[src/vcu_data_pkg.sv]
`default_nettype none

package vcu_data_pkg;

    localparam int LANES      = 8;
    localparam int ACC_ADDR_W = 12;
    localparam int OUT_ADDR_W = 12;
    localparam int OPC_ADDR_W = 10;
    localparam int PROG_LEN_W = 5;
    localparam int FIFO_DEPTH = 4;
    localparam int FIFO_PTR_W = $clog2(FIFO_DEPTH);
    localparam int FIFO_CNT_W = $clog2(FIFO_DEPTH + 1);

    // element types, one per pipeline stage
    typedef logic signed [31:0] acc_t;
    typedef logic signed [15:0] lane_t;
    typedef logic signed [7:0]  out_t;

    typedef acc_t  [LANES-1:0] acc_row_t;
    typedef lane_t [LANES-1:0] lane_row_t;
    typedef out_t  [LANES-1:0] out_row_t;

    typedef enum logic [1:0] {
        OP_NOP = 2'd0,
        OP_ADD = 2'd1,
        OP_MUL = 2'd2,
        OP_MAX = 2'd3
    } op_t;

    // upper bits reserved
    typedef struct packed {
        logic [13:0] rsvd;
        op_t         op;
    } opcode_t;

    typedef struct packed {
        logic                  en;
        logic [ACC_ADDR_W-1:0] addr;
    } acc_rd_t;

    typedef struct packed {
        logic                  en;
        logic [OUT_ADDR_W-1:0] addr;
        out_row_t              data;
    } out_wr_t;

    typedef struct packed {
        logic                  en;
        logic [OPC_ADDR_W-1:0] addr;
        opcode_t               data;
    } opc_wr_t;

    // clip a wide intermediate into the int16 lane range
    function automatic lane_t sat_lane(input logic signed [31:0] v);
        if (v > 32'sd32767)
            return 16'sh7fff;
        if (v < -32'sd32768)
            return 16'sh8000;
        return v[15:0];
    endfunction

    // final int8 quantize
    function automatic out_t sat_out(input lane_t v);
        if (v > 16'sd127)
            return 8'sh7f;
        if (v < -16'sd128)
            return 8'sh80;
        return v[7:0];
    endfunction

endpackage

`default_nettype wire

[src/row_fifo.sv]
`timescale 1ns/1ps
`default_nettype none

module row_fifo (
    input  logic                    clk,
    input  logic                    rst,
    input  logic                    in_valid,
    output logic                    in_ready,
    input  vcu_data_pkg::lane_row_t in_row,
    output logic                    out_valid,
    input  logic                    out_ready,
    output vcu_data_pkg::lane_row_t out_row
);

    vcu_data_pkg::lane_row_t             mem [vcu_data_pkg::FIFO_DEPTH];
    logic [vcu_data_pkg::FIFO_PTR_W-1:0] wr_ptr;
    logic [vcu_data_pkg::FIFO_PTR_W-1:0] rd_ptr;
    logic [vcu_data_pkg::FIFO_CNT_W-1:0] count;
    logic                                push;
    logic                                pop;

    assign in_ready  = (count != vcu_data_pkg::FIFO_CNT_W'(vcu_data_pkg::FIFO_DEPTH));
    assign out_valid = (count != 0);
    assign out_row   = mem[rd_ptr];
    assign push      = in_valid && in_ready;
    assign pop       = out_valid && out_ready;

    always_ff @(posedge clk)
    begin
        if (push)
            mem[wr_ptr] <= in_row;
    end

    // power of two depth, pointers wrap on their own
    always_ff @(posedge clk)
    begin
        if (rst)
        begin
            wr_ptr <= '0;
            rd_ptr <= '0;
            count  <= '0;
        end
        else
        begin
            if (push)
                wr_ptr <= wr_ptr + 1'b1;
            if (pop)
                rd_ptr <= rd_ptr + 1'b1;
            if (push && !pop)
                count <= count + 1'b1;
            else if (pop && !push)
                count <= count - 1'b1;
        end
    end

endmodule

`default_nettype wire

[config.mk]
export PLATFORM = sky130hd
export DESIGN_NAME = row_fifo
export DESIGN_NICKNAME = d
export VERILOG_FILES = /design/src/vcu_data_pkg.sv /design/src/row_fifo.sv
export SDC_FILE = /design/constraint.sdc
export NUM_CORES = 1
export LEC_CHECK = 0
export ABC_AREA = 1
export BUFFER_PORTS_ARGS = -buffer_cell sky130_fd_sc_hd__buf_2
export CORE_ASPECT_RATIO = 1.25
export CORE_MARGIN = 4
export CORE_UTILIZATION = 45
export CTS_BUF_LIST = sky130_fd_sc_hd__clkbuf_4
export DETAILED_ROUTE_END_ITERATION = 10
export HOLD_SLACK_MARGIN = 0.03
export PLACE_DENSITY_LB_ADDON = 0.08
export SETUP_SLACK_MARGIN = 0.5
export SYNTH_ARGS = -nofsm -noshare
export SYNTH_HDL_FRONTEND = slang
export SYNTH_SLANG_ARGS = --single-unit
export TNS_END_PERCENT = 10
[constraint.sdc]
create_clock -name clk -period 7 [get_ports clk]
set_input_delay 0.7 -clock clk [delete_from_list [all_inputs] [get_ports clk]]
set_output_delay 0.7 -clock clk [all_outputs]
set_load 0.01 [all_outputs]
== After elaboration in Yosys (flattened, before gate mapping) ==
Memory sizes are Yosys's and may differ from the RTL's. A register that Yosys moved wholly into a read port is not among the register bits.
Index checks and enable logic that the tools add are counted.

* Add/sub/neg operators: 4
* Equal/unequal tests: 1
* Muxes and demuxes: 6
* Reductions and logical operators: 8

{| class="wikitable"
|+ Operator list
! operator !! count
|-
| 3-bit 2-to-1 mux || 2
|-
| 2-bit by 1-bit adder with 2-bit output, second input constant || 2
|-
| 1-bit logical AND || 4
|-
| 2-bit 2-to-1 mux || 2
|-
| 3-bit by 1-bit adder with 3-bit output, second input constant || 1
|-
| 3-bit != test, second input constant || 1
|-
| 3-bit nonzero test || 1
|-
| 3-bit by 1-bit subtractor with 3-bit output, second input constant || 1
|-
| 1-bit logical NOT || 2
|-
| 1-bit 2-to-1 mux || 2
|-
| 2-bit nonzero test || 1
|}

* Register bits after elaboration: 7
* RAM bits: 512
* Input bits: 132
* Output and inout port bits: 130
* Logic and storage cells: 23
* Memories: 1

{| class="wikitable"
|+ Memory list
! name !! depth !! width !! read ports !! clocked after memory_dff !! wr ports !! RTL line !! text
|-
| mem || 4 || 128 || 1 || 1 || 1 || row_fifo.sv:15 || <nowiki>vcu_data_pkg::lane_row_t mem [vcu_data_pkg::FIFO_DEPTH];</nowiki>
|}

== Logic depth before layout (Yosys ltp) ==
* Word-level depth: 6
* Gate-level depth with buffers: 13
* Gate-level depth less buffers: 13

== Worst setup path before layout ==
OpenSTA, ideal clock, no wires.

* Path type: input to register
* Start: input port in_valid
* End: memory mem[0][0] in the netlist's numbering, enable pin
* Library setup time: 0.617 ns
* Arrival time: 6.147 ns
* Data required time: 6.383 ns
* Path slack: 0.235 ns
* Cell stages on the path: 2
* Path buffers: 0
* Path through: nand2_1 nor2_1

* Cells in the longest elaborated chain, start to end: 3

{| class="wikitable"
|+ RTL lines
! element !! RTL line !! text
|-
| start, declared || row_fifo.sv:7 || <nowiki>input logic in_valid,</nowiki>
|-
| 1-bit logical AND || row_fifo.sv:25 || <nowiki>assign push = in_valid && in_ready;</nowiki>
|-
| 1-bit 2-to-1 mux || row_fifo.sv:30 || <nowiki>if (push)</nowiki>
|-
| 1-bit 2-to-1 mux (not written as such) || row_fifo.sv:31 || <nowiki>mem[wr_ptr] <= in_row;</nowiki>
|-
| end, declared || row_fifo.sv:15 ||
|}

No other way between the ends.

==> impl_metrics.yaml <==
run_status:
  status: "complete, no violations"
die:
  dieHeight_um: 243
  pin_count: 262
  start_util_pct: 45.8
  core_mm2: 0.0433
  die_x_um: 196
  fp-row-count: 85
  die_area_mm2: 0.0475
critical_path:
  path_class: "reg2out"
  critPathRequiredTime_ns: 6.30
  worst-path-max-fanout: 72
  r2r_slack_ns: 4.12
  arrival_ns: 3.59
  crit_path_end_kind: "primary output"
  rr_worst_depth: 5
  start_kind: "flop"
synthesis:
  synth.distinct_cells: 24
  synth_top_area_share_pct: 77.5
  syn_nets: 1444
  yosys_warnings: 0
  ys_seq_elements: 521
  syn_inst: 1306
  postSynthAreaPerCell_um2: 15.2
  yosys.area.top_type: "edfxtp_1"
  seq_area_frac_synth_pct: 78.4
  syn-cell-area_mm2: 0.0198
  synth.area.top_cells: "edfxtp_1, nor2_1, o21ai_0"
sta:
  timing.final.hold_violations: 0
  setup_viol: 0
  fmax_ghz: 0.233
  skew_ns: 0.0229
  final.min_clock_period_ns: 4.29
  rsz0062_at_grt: "false"
  holdWs_ns: 0.138
  worst_pin_slew_ns: 0.967
  min_period_over_period_pct: 61.3
  fin_tns_setup_ns: 0
  maxSlewViolCount: 0
  slew_headroom_pct: 35.6
detailed_routing:
  drtPass1Iterations: 5
  drc: 0
  wl_per_cell_um: 18.9
  antenna_left: 0
  drt_wl_total_um: 45600
  dr_total_vias: 12500
  viasPerCell: 5.17
  drt_iter0_markers: 566
worst_hold_path:
  worstHoldPathType: "in2reg"
  min_path_cells: 1
pwr:
  p_int_mw: 5.97
  swShare_pct: 30.5
  pwr-share-clk_pct: 30.2
  p_per_area_mw_per_mm2: 352
  p_switching_mw: 2.63
  power_frac_comb_pct: 24.2
  vdd_drop_max_mv: 0.201
  power.total_mw: 8.60
  seq_power_share_pct: 45.6
  p_leak_nw: 8.72
final_layout:
  syn_to_final_growth_pct: 23.2
  final_common_cell: "edfxtp_1"
  drive_above_1_share_pct: 31.0
  final_util_pct: 56.4
  nNetsFinal: 1895
  mostFrequentLayoutCells: "edfxtp_1, buf_2, nor2_1"
clock_network:
  cts_resized: 0
  cts-root-buf: "clkbuf_4"
  clock-sinks: 521
  insertion_delay_ns: 0.81
  cts_tree: "built"
  cts_made_buffers: 134
  cts.clk_slew.worst_paths_ns: 0.06
  htree_levels: 4
  clock_path_buffers: 3
placed_design:
  detailed_place_hpwl_um: 24100
  io_buffers: 261
  gp_congestion: 0.736
global_route:
  antenna_found_initial: 4
  grt_first_pass_wirelength_um: 71600
  grt_pass1_vias: 13100
  grt_overflow: 0
  grt_max_degree: 143
  grt_usage_pct: 19.2
flow_run:
  max_cap_viol_count: 0
-- flip-flops by register name (all words and copies together) (netlist names), named ones only --
name    flops
mem       512
rd_ptr      2
wr_ptr      2
count       3
-- cell type report --
cell class	instances	area, µm²
Fill cell	3531	18900
Sequential cell	521	15600
Multi-Input combinational cell	685	3670
Timing Repair Buffer	399	2710
Clock buffer	200	1500
Tap cell	565	707
Clock inverter	17	195
Inverter	16	72.6
Antenna cell	6	15.0
-- worst max-delay path: stages (launching register included) --
cell     delay, ns
dfxtp_4       0.65
buf_4         0.63
buf_4         0.75
o21ai_0       0.21
o22ai_1       0.24
buf_2         0.18
-- synthesized netlist by cell type --
master    instances
nand2_1          15
nand3b_1          1
buf_6            17
inv_4             1
dfxtp_1           9
buf_1             2
clkbuf_1         34
o21ai_0         145
buf_2            17
o22ai_1          88
edfxtp_1        512
xor2_1            1
buf_4             9
nand3_1           4
o22ai_2          40
ha_1              5
nor2_1          231
o21ai_1         112
a21oi_1           3
fa_1              1
buf_12            5
nor2_2           39
inv_1            13
inv_2             2
-- cell families (layout without fill, tap and decap cells) --
group	after synthesis	in the layout	synth area share [%]
buf+inv	100	632	3.24
simple gates	290	290	6.02
xor+xnor	1	1	0.0442
flops	521	521	78.4
compound gates	388	388	11.9
other cells	0	6	0
fa+ha+maj	6	6	0.416
-- per-layer routing --
layer	track usage [%]	share of wire, %	up-vias
li1	-	-	5937
met1	24.1	42	6119
met2	31.0	49	313
met3	5.64	6.3	81
met4	8.30	2.7	0
met5	0	0	-
-- through the flow --
stage               cells  worst slack (ns)  cell area [µm²]
floorplan            1306             0.235            19800
global placement     2059              3.58            21400
detailed placement   2059              3.55            21400
CTS                  2403              2.59            24400
global route         2407              2.37            24400
finish               2409              2.71            24400
-- worst paths after layout --
path | startpoint | end
worst max-delay path | flop | out_row[50]
worst min-delay path | in_row[123] | mem[2][123]
worst max register to register | count[0] | mem[0][58]
worst min register to register | rd_ptr[0] | rd_ptr[0]
-- power by group through the flow --
stage,Sequential (mW),Combinational [mW],Clock (mW)
2_1_floorplan,3.98,1.37,0
4_1_cts,3.92,2.12,2.70
6_report,3.92,2.08,2.60
3_5_place_dp,3.98,2.06,0
5_1_grt,3.94,2.29,2.89
3_3_place_gp,3.98,2.05,0
-- what timing repair did --
item                                   in CTS  in global routing
setup buffers                               0                  0
endpoints found under the hold margin     498                  0
hold buffers                              127                  0
(Power assumes the default switching activity.)
