[config.mk]
export PLATFORM = sky130hd
export DESIGN_NAME = vcu_sequencer
export DESIGN_NICKNAME = d
export VERILOG_FILES = /design/src/vcu_data_pkg.sv /design/src/vcu_insn_pkg.sv /design/src/vcu_sequencer.sv
export SDC_FILE = /design/constraint.sdc
export NUM_CORES = 1
export LEC_CHECK = 0
export BUFFER_PORTS_ARGS = -buffer_cell sky130_fd_sc_hd__buf_4
export CAP_MARGIN = 20
export CORE_MARGIN = 2
export CORE_UTILIZATION = 35
export CTS_CLUSTER_SIZE = 25
export DETAILED_ROUTE_END_ITERATION = 7
export GPL_ROUTABILITY_DRIVEN = 0
export PLACE_DENSITY = 0.63
export SYNTH_ARGS = -nofsm -noshare
export SYNTH_HDL_FRONTEND = slang
export SYNTH_SLANG_ARGS = --single-unit
[constraint.sdc]
create_clock -name clk -period 8.2 [get_ports clk]
set_input_delay 1.64 -clock clk [delete_from_list [all_inputs] [get_ports clk]]
set_output_delay 1.64 -clock clk [all_outputs]
set_load 0.01 [all_outputs]
[src/vcu_data_pkg.sv]
`default_nettype none

package vcu_data_pkg;

    localparam int LANES      = 8;
    localparam int ACC_ADDR_W = 12;
    localparam int OUT_ADDR_W = 12;
    localparam int OPC_ADDR_W = 10;
    localparam int PROG_LEN_W = 5;
    localparam int FIFO_DEPTH = 4;
    localparam int FIFO_PTR_W = $clog2(FIFO_DEPTH);
    localparam int FIFO_CNT_W = $clog2(FIFO_DEPTH + 1);

    // element types, one per pipeline stage
    typedef logic signed [31:0] acc_t;
    typedef logic signed [15:0] lane_t;
    typedef logic signed [7:0]  out_t;

    typedef acc_t  [LANES-1:0] acc_row_t;
    typedef lane_t [LANES-1:0] lane_row_t;
    typedef out_t  [LANES-1:0] out_row_t;

    typedef enum logic [1:0] {
        OP_NOP = 2'd0,
        OP_ADD = 2'd1,
        OP_MUL = 2'd2,
        OP_MAX = 2'd3
    } op_t;

    // upper bits reserved
    typedef struct packed {
        logic [13:0] rsvd;
        op_t         op;
    } opcode_t;

    typedef struct packed {
        logic                  en;
        logic [ACC_ADDR_W-1:0] addr;
    } acc_rd_t;

    typedef struct packed {
        logic                  en;
        logic [OUT_ADDR_W-1:0] addr;
        out_row_t              data;
    } out_wr_t;

    typedef struct packed {
        logic                  en;
        logic [OPC_ADDR_W-1:0] addr;
        opcode_t               data;
    } opc_wr_t;

    // clip a wide intermediate into the int16 lane range
    function automatic lane_t sat_lane(input logic signed [31:0] v);
        if (v > 32'sd32767)
            return 16'sh7fff;
        if (v < -32'sd32768)
            return 16'sh8000;
        return v[15:0];
    endfunction

    // final int8 quantize
    function automatic out_t sat_out(input lane_t v);
        if (v > 16'sd127)
            return 8'sh7f;
        if (v < -16'sd128)
            return 8'sh80;
        return v[7:0];
    endfunction

endpackage

`default_nettype wire

[src/vcu_insn_pkg.sv]
`default_nettype none

package vcu_insn_pkg;

    localparam int ROW_CNT_W = 12;
    localparam int SHIFT_W   = 5;

    typedef enum logic {
        KIND_COMPUTE = 1'b0,
        KIND_CONFIG  = 1'b1
    } insn_kind_t;

    // 128 bit host instruction, msb first
    typedef struct packed {
        insn_kind_t                         kind;
        logic [vcu_data_pkg::ACC_ADDR_W-1:0] src_addr;
        logic [vcu_data_pkg::OUT_ADDR_W-1:0] dst_addr;
        logic [ROW_CNT_W-1:0]               row_count;
        logic [vcu_data_pkg::OPC_ADDR_W-1:0] prog_addr;
        logic [vcu_data_pkg::PROG_LEN_W-1:0] prog_len;
        logic [SHIFT_W-1:0]                 shift;
        vcu_data_pkg::lane_t                add_const;
        vcu_data_pkg::lane_t                mul_const;
        vcu_data_pkg::lane_t                clamp_const;
        logic [22:0]                        pad;
    } insn_t;

    typedef struct packed {
        vcu_data_pkg::lane_t add;
        vcu_data_pkg::lane_t mul;
        vcu_data_pkg::lane_t clamp;
    } const_set_t;

    // mul of 256 is 1.0 in Q8, clamp at int16 minimum
    localparam const_set_t CONST_RESET = '{add: 16'sh0000, mul: 16'sh0100, clamp: 16'sh8000};

    typedef struct packed {
        logic [vcu_data_pkg::ACC_ADDR_W-1:0] src_addr;
        logic [ROW_CNT_W-1:0]               row_count;
        logic [SHIFT_W-1:0]                 shift;
    } fetch_job_t;

    typedef struct packed {
        logic [vcu_data_pkg::OUT_ADDR_W-1:0] dst_addr;
        logic [vcu_data_pkg::OPC_ADDR_W-1:0] prog_addr;
        logic [vcu_data_pkg::PROG_LEN_W-1:0] prog_len;
    } lane_job_t;

endpackage

`default_nettype wire

[src/vcu_sequencer.sv]
`timescale 1ns/1ps
`default_nettype none

module vcu_sequencer (
    input  logic                     clk,
    input  logic                     rst,
    input  vcu_insn_pkg::insn_t      insn,
    input  logic                     insn_req,
    output logic                     insn_ack,
    output logic                     job_start,
    output vcu_insn_pkg::fetch_job_t fetch_job,
    output vcu_insn_pkg::lane_job_t  lane_job,
    output vcu_insn_pkg::const_set_t consts,
    input  logic                     row_written
);

    typedef enum logic [1:0] {
        S_IDLE,
        S_RUN,
        S_ACK
    } state_t;

    state_t                             state;
    logic [vcu_insn_pkg::ROW_CNT_W-1:0] rows_left;
    logic                               accept;
    logic                               is_config;

    // new instruction only once the previous ack has dropped
    assign accept    = (state == S_IDLE) && insn_req && !insn_ack;
    assign is_config = (insn.kind == vcu_insn_pkg::KIND_CONFIG);

    //////////////////////////////
    // control FSM
    always_ff @(posedge clk)
    begin
        if (rst)
        begin
            state     <= S_IDLE;
            insn_ack  <= 1'b0;
            job_start <= 1'b0;
            rows_left <= '0;
            consts    <= vcu_insn_pkg::CONST_RESET;
        end
        else
        begin
            job_start <= 1'b0;
            case (state)
                S_IDLE:
                begin
                    if (accept && is_config)
                    begin
                        consts   <= '{add:   insn.add_const,
                                      mul:   insn.mul_const,
                                      clamp: insn.clamp_const};
                        insn_ack <= 1'b1;
                        state    <= S_ACK;
                    end
                    else if (accept)
                    begin
                        job_start <= 1'b1;
                        rows_left <= insn.row_count;
                        state     <= S_RUN;
                    end
                end
                S_RUN:
                begin
                    // ack only after the last row has landed
                    if (row_written)
                    begin
                        rows_left <= rows_left - 1'b1;
                        if (rows_left == 1)
                        begin
                            insn_ack <= 1'b1;
                            state    <= S_ACK;
                        end
                    end
                end
                S_ACK:
                begin
                    if (!insn_req)
                    begin
                        insn_ack <= 1'b0;
                        state    <= S_IDLE;
                    end
                end
                default:
                begin
                    state <= S_IDLE;
                end
            endcase
        end
    end

    //////////////////////////////
    // job descriptors, held for the whole run
    always_ff @(posedge clk)
    begin
        if (accept && !is_config)
        begin
            fetch_job <= '{src_addr:  insn.src_addr,
                           row_count: insn.row_count,
                           shift:     insn.shift};
            lane_job  <= '{dst_addr:  insn.dst_addr,
                           prog_addr: insn.prog_addr,
                           prog_len:  insn.prog_len};
        end
    end

endmodule

`default_nettype wire

Word level (Yosys, flattened, before mapping)
Index checks and enable logic that the tools add are counted.

Bits in registers: 120. Input port bits: 132. Output and inout bits: 106. Logic and storage cells: 55.

Add/sub/neg operators: 1. Equality and inequality tests: 10. Muxes and demuxes: 16. Bitwise operators: 1. Reductions and logical operators: 14.

Operators with widths (count): 2-to-1 mux 12 bit (3); case mux 12 bit (2 select lines) (1); == test 12 x 1 -> 1 bit, second input constant (1); subtractor 12 x 1 -> 12 bit, second input constant (1); 2-to-1 mux 2 bit (5); != test 2 bit, second input constant (5); AND reduction 4 bit (2); case mux 2 bit (3 select lines) (1); 2-to-1 mux 1 bit (5); AND reduction 5 bit (1); logical AND 1 bit (4); != test 3 x 2 -> 1 bit, second input constant (1); case mux 1 bit (3 select lines) (1); nonzero test 3 bit (1); OR reduction 3 bit (1); == test 2 x 1 -> 1 bit, second input constant (1); == test 2 bit, second input constant (1); zero test 1 bit (2); zero test 2 bit (1); != test 2 x 1 -> 1 bit, second input constant (1); AND reduction 2 bit (1); nonzero test 2 bit (1); inverter 1 bit (1).

Logic depth before layout (Yosys ltp)
Depth after elaboration: 6. Depth in mapped cells: 7. Gate-level depth less buffers: 6.

Least setup slack after synthesis
No wires, ideal clock.

Path type: input-to-reg. From: in insn[127] in the netlist's numbering. To: reg fetch_job[0] in the netlist's numbering (enable). Library setup time: 476 ps. Arrival: 4712 ps. Required time: 7724 ps. Setup slack: 3013 ps. Cell stages on the path: 3. Buffers on the path: 1. Cell sequence: or4b_4 buf_6 nor2_1.

Longest elaborated chain between the ends: 2.

RTL lines: from (decl) (line vcu_sequencer.sv:7) `input vcu_insn_pkg::insn_t insn,`; zero test 1 bit (line vcu_sequencer.sv:98) `if (accept && !is_config)`; logical AND 1 bit (line vcu_sequencer.sv:98); to (signal assigned) (line vcu_sequencer.sv:100) `fetch_job <= '{src_addr: insn.src_addr,`; to (decl) (line vcu_sequencer.sv:11) `output vcu_insn_pkg::fetch_job_t fetch_job,`.

Every way passes these cells. A chain may end at the register's enable or synchronous reset.

Worst setup path after layout
From: in insn[127] in the netlist's numbering. To: reg rows_left[4] in the netlist's numbering.

Longest elaborated chain between the ends: 3.

RTL lines: logical AND 1 bit (line vcu_sequencer.sv:50) `if (accept && is_config)`; != test 2 bit (no source line); AND reduction 4 bit (no source line); to (signal assigned) (line vcu_sequencer.sv:61) `rows_left <= insn.row_count;`; to (signal assigned) (line vcu_sequencer.sv:70) `rows_left <= rows_left - 1'b1;`; to (decl) (line vcu_sequencer.sv:24) `logic [vcu_insn_pkg::ROW_CNT_W-1:0] rows_left;`.

Every way passes these cells.

==> flow_summary.yaml <==
outcome:
  status: "completed"
clock_tree:
  cts_setup_buffers: 0
  cts_max_path_buffers: 2
  cts_sinks: 120
  cts_hold_buf: 0
  cts_root_buffer: "clkbuf_16"
  cts_made_buffers: 17
  cts_resized: 0
  clock_latency_ns: 0.41
  cts_tree: "done"
  clk_pin_slew_ns: 0.06
  htreeDepth: 4
power_and_ir_drop:
  pwr-share-clk_pct: 43.5
  p_int_mw: 1.21
  power_density_nw_per_um2: 241
  seqPwrFrac_pct: 43.8
  peakVddDrop_mv: 0.109
  pwr-share-comb_pct: 12.7
  switching_share_pct: 23.5
  power.leakage_nw: 2.72
  total_power_mw: 1.58
  power_switching_mw: 0.372
sta:
  rsz0062_at_grt: "no"
  setup_violations: 0
  max_freq_ghz: 0.331
  fin_crit_sh_pct: 36.9
  whs_ns: 0.454
  fin_setup_tns_ns: 0
  hold_viol_final: 0
  final_max_slew_viol_count: 0
  fin_ws_ns: 5.17
  worstMarginPinSlew_ns: 0.891
  maxSlewHeadroom_pct: 40.6
  fin_skew_ns: 0.00739
  min_period_ns: 3.03
grt:
  use_met2_pct: 28.0
  grt_busiest_layer: "met2"
  grt_usage_pct: 17.2
  grtUsageMet1_pct: 19.4
  first_global_vias: 3660
  grt_max_degree: 62
  grt_pass1_wl_mm: 17.6
  use_met3_pct: 8.22
  grt-ovfl-total: 0
  antenna_found_initial: 0
route:
  drtAntennaViolNets: 0
  drt_iter0_drc: 247
  drc: 0
  wl_per_cell_um: 14.5
  firstDrtPassIters: 4
  avgViaCountPerCell: 4.86
  dr_total_vias: 3694
  wirelength_mm: 11.0
critical_path:
  critPathCaptureType: "flip-flop"
  cp.required_ns: 8.53
  cp-start-kind: "primary input"
  worstPathMaxFanout: 59
  path_buf_inv: 2
  cp_top_family: "simple AND/OR/NAND/NOR gates"
  worstPathCellList: "buf_4 > or4b_4 > nor2_4 > buf_4 > nand2_1 > a31oi_1"
  slowest_delay_ns: 0.56
  cp.arrival_ns: 3.36
  cpMaxStageDelayCell: "buf_4"
  critPathKind: "in -> reg"
  cp_common_cell: "buf_4"
placed_design:
  dp_hpwl_mm: 7.63
  preCtsSetupSlack_ns: 4.73
  numPortBuffers: 214
  place_area_um2: 6020
  dp_cells: 728
floorplanning:
  die_h_um: 115
  die_w_um: 115
  start_util_pct: 35.9
  coreArea_um2: 12000
  rows: 40
  io_pins: 238
  dieArea_um2: 13200
logic_synthesis:
  synth-edff-count: 56
  seq_area_frac_synth_pct: 68.7
  syn_area_per_cell_um2: 11.1
  syn-num-nets: 522
  synthArstFlopShare_pct: 0
  synthCells: 388
  synth-main-ff-cell: "dfxtp_1"
  synth-seq-cells: 120
  yosys_warnings: 0
  syn_area_um2: 4310
  synth_cell_types: 44
layout:
  drive_gt1_share_pct: 40.6
  num_antenna_cells: 0
  post-route-cell-area_um2: 6560
  nNetsFinal: 734
  final_util_pct: 54.6
  final_cell_mix: "buf_4 (216), nand2_1 (106), dfxtp_1 (64)"
  layout_commonest_cell: "buf_4"
  area_delta_synth_final_pct: 52.3
  stdcell_count: 760
hold_path:
  hp-class: "reg -> reg"
flow_run:
  drv_cap: 0
[cells by family after synthesis]
logic type / Yosys count / synth area share [%]
AO/OA/AOI/OAI: 89 / 12.5
adder cells (fa/ha/maj): 2 / 0.580
buffers and inverters: 31 / 3.19
flip-flops: 120 / 68.7
AND/OR/NAND/NOR: 146 / 14.9
[power by group through the flow]
stage | sequential [mW] | clock (mW) | combinational, mW
2_1_floorplan | 0.712 | 0 | 0.0886
3_3_place_gp | 0.701 | 0 | 0.199
3_5_place_dp | 0.703 | 0 | 0.203
4_1_cts | 0.691 | 0.704 | 0.204
5_1_grt | 0.696 | 0.735 | 0.222
6_report | 0.691 | 0.687 | 0.201
[metal layers]
layer / up-vias / share of wire [%]
li1: 1796 / -
met1: 1716 / 40
met2: 171 / 48
met3: 11 / 10
met4: 0 / 1.3
met5: - / 0
[Yosys cell counts, drive strengths merged (2+ instances only)]
cell | instances | area share, %
buf | 8 | 1.2
and2 | 2 | 0.29
nor4b | 2 | 0.41
o22ai | 2 | 0.29
dfxtp | 64 | 30
a21o | 2 | 0.35
a211oi | 6 | 1.3
ha | 2 | 0.58
inv | 8 | 0.70
nand4b | 2 | 0.41
nor3b | 2 | 0.35
nand3 | 3 | 0.35
o32ai | 2 | 0.41
nor2 | 7 | 0.61
a21oi | 54 | 6.4
nand2b | 4 | 0.58
clkbuf | 15 | 1.3
nand2 | 106 | 9.2
nor4 | 4 | 0.58
nor3 | 5 | 0.58
nor2b | 3 | 0.44
o31a | 3 | 0.61
edfxtp | 56 | 39
o21ai | 7 | 0.81
a31oi | 4 | 0.58
[registers in the layout, summed over array words and instances, names as in the netlist]
signal / flops
fetch_job: 29
job_start: 1
insn_ack: 1
rows_left: 12
lane_job: 27
state: 2
consts: 48
[path summary, 6_finish.rpt]
check	from	to	slack (ns)	cells after the start
worst max-delay path	insn[127]	rows_left[4]	5.17	6
worst min-delay path	consts[1]	consts[1]	0.45	2
worst min register to register	consts[1]	consts[1]	0.45	2
worst max register to register	state[0]	rows_left[4]	5.86	5
[layout make-up]
class                   count  area (um^2)
clock inverters            11          106
multi-input cells         237         1220
flip-flops and latches    120         2960
clock buffers              21          440
well taps                 147          184
inverters                   8         30.0
repair buffers            216         1620
fillers                  1080         5450
[worst min-delay path, stage by stage, from the launching register on]
cell and delay [ns]:
dfxtp_1 0.30, nand2_1 0.05, a21oi_1 0.05
Note: power is estimated with default switching activity, not from simulation.
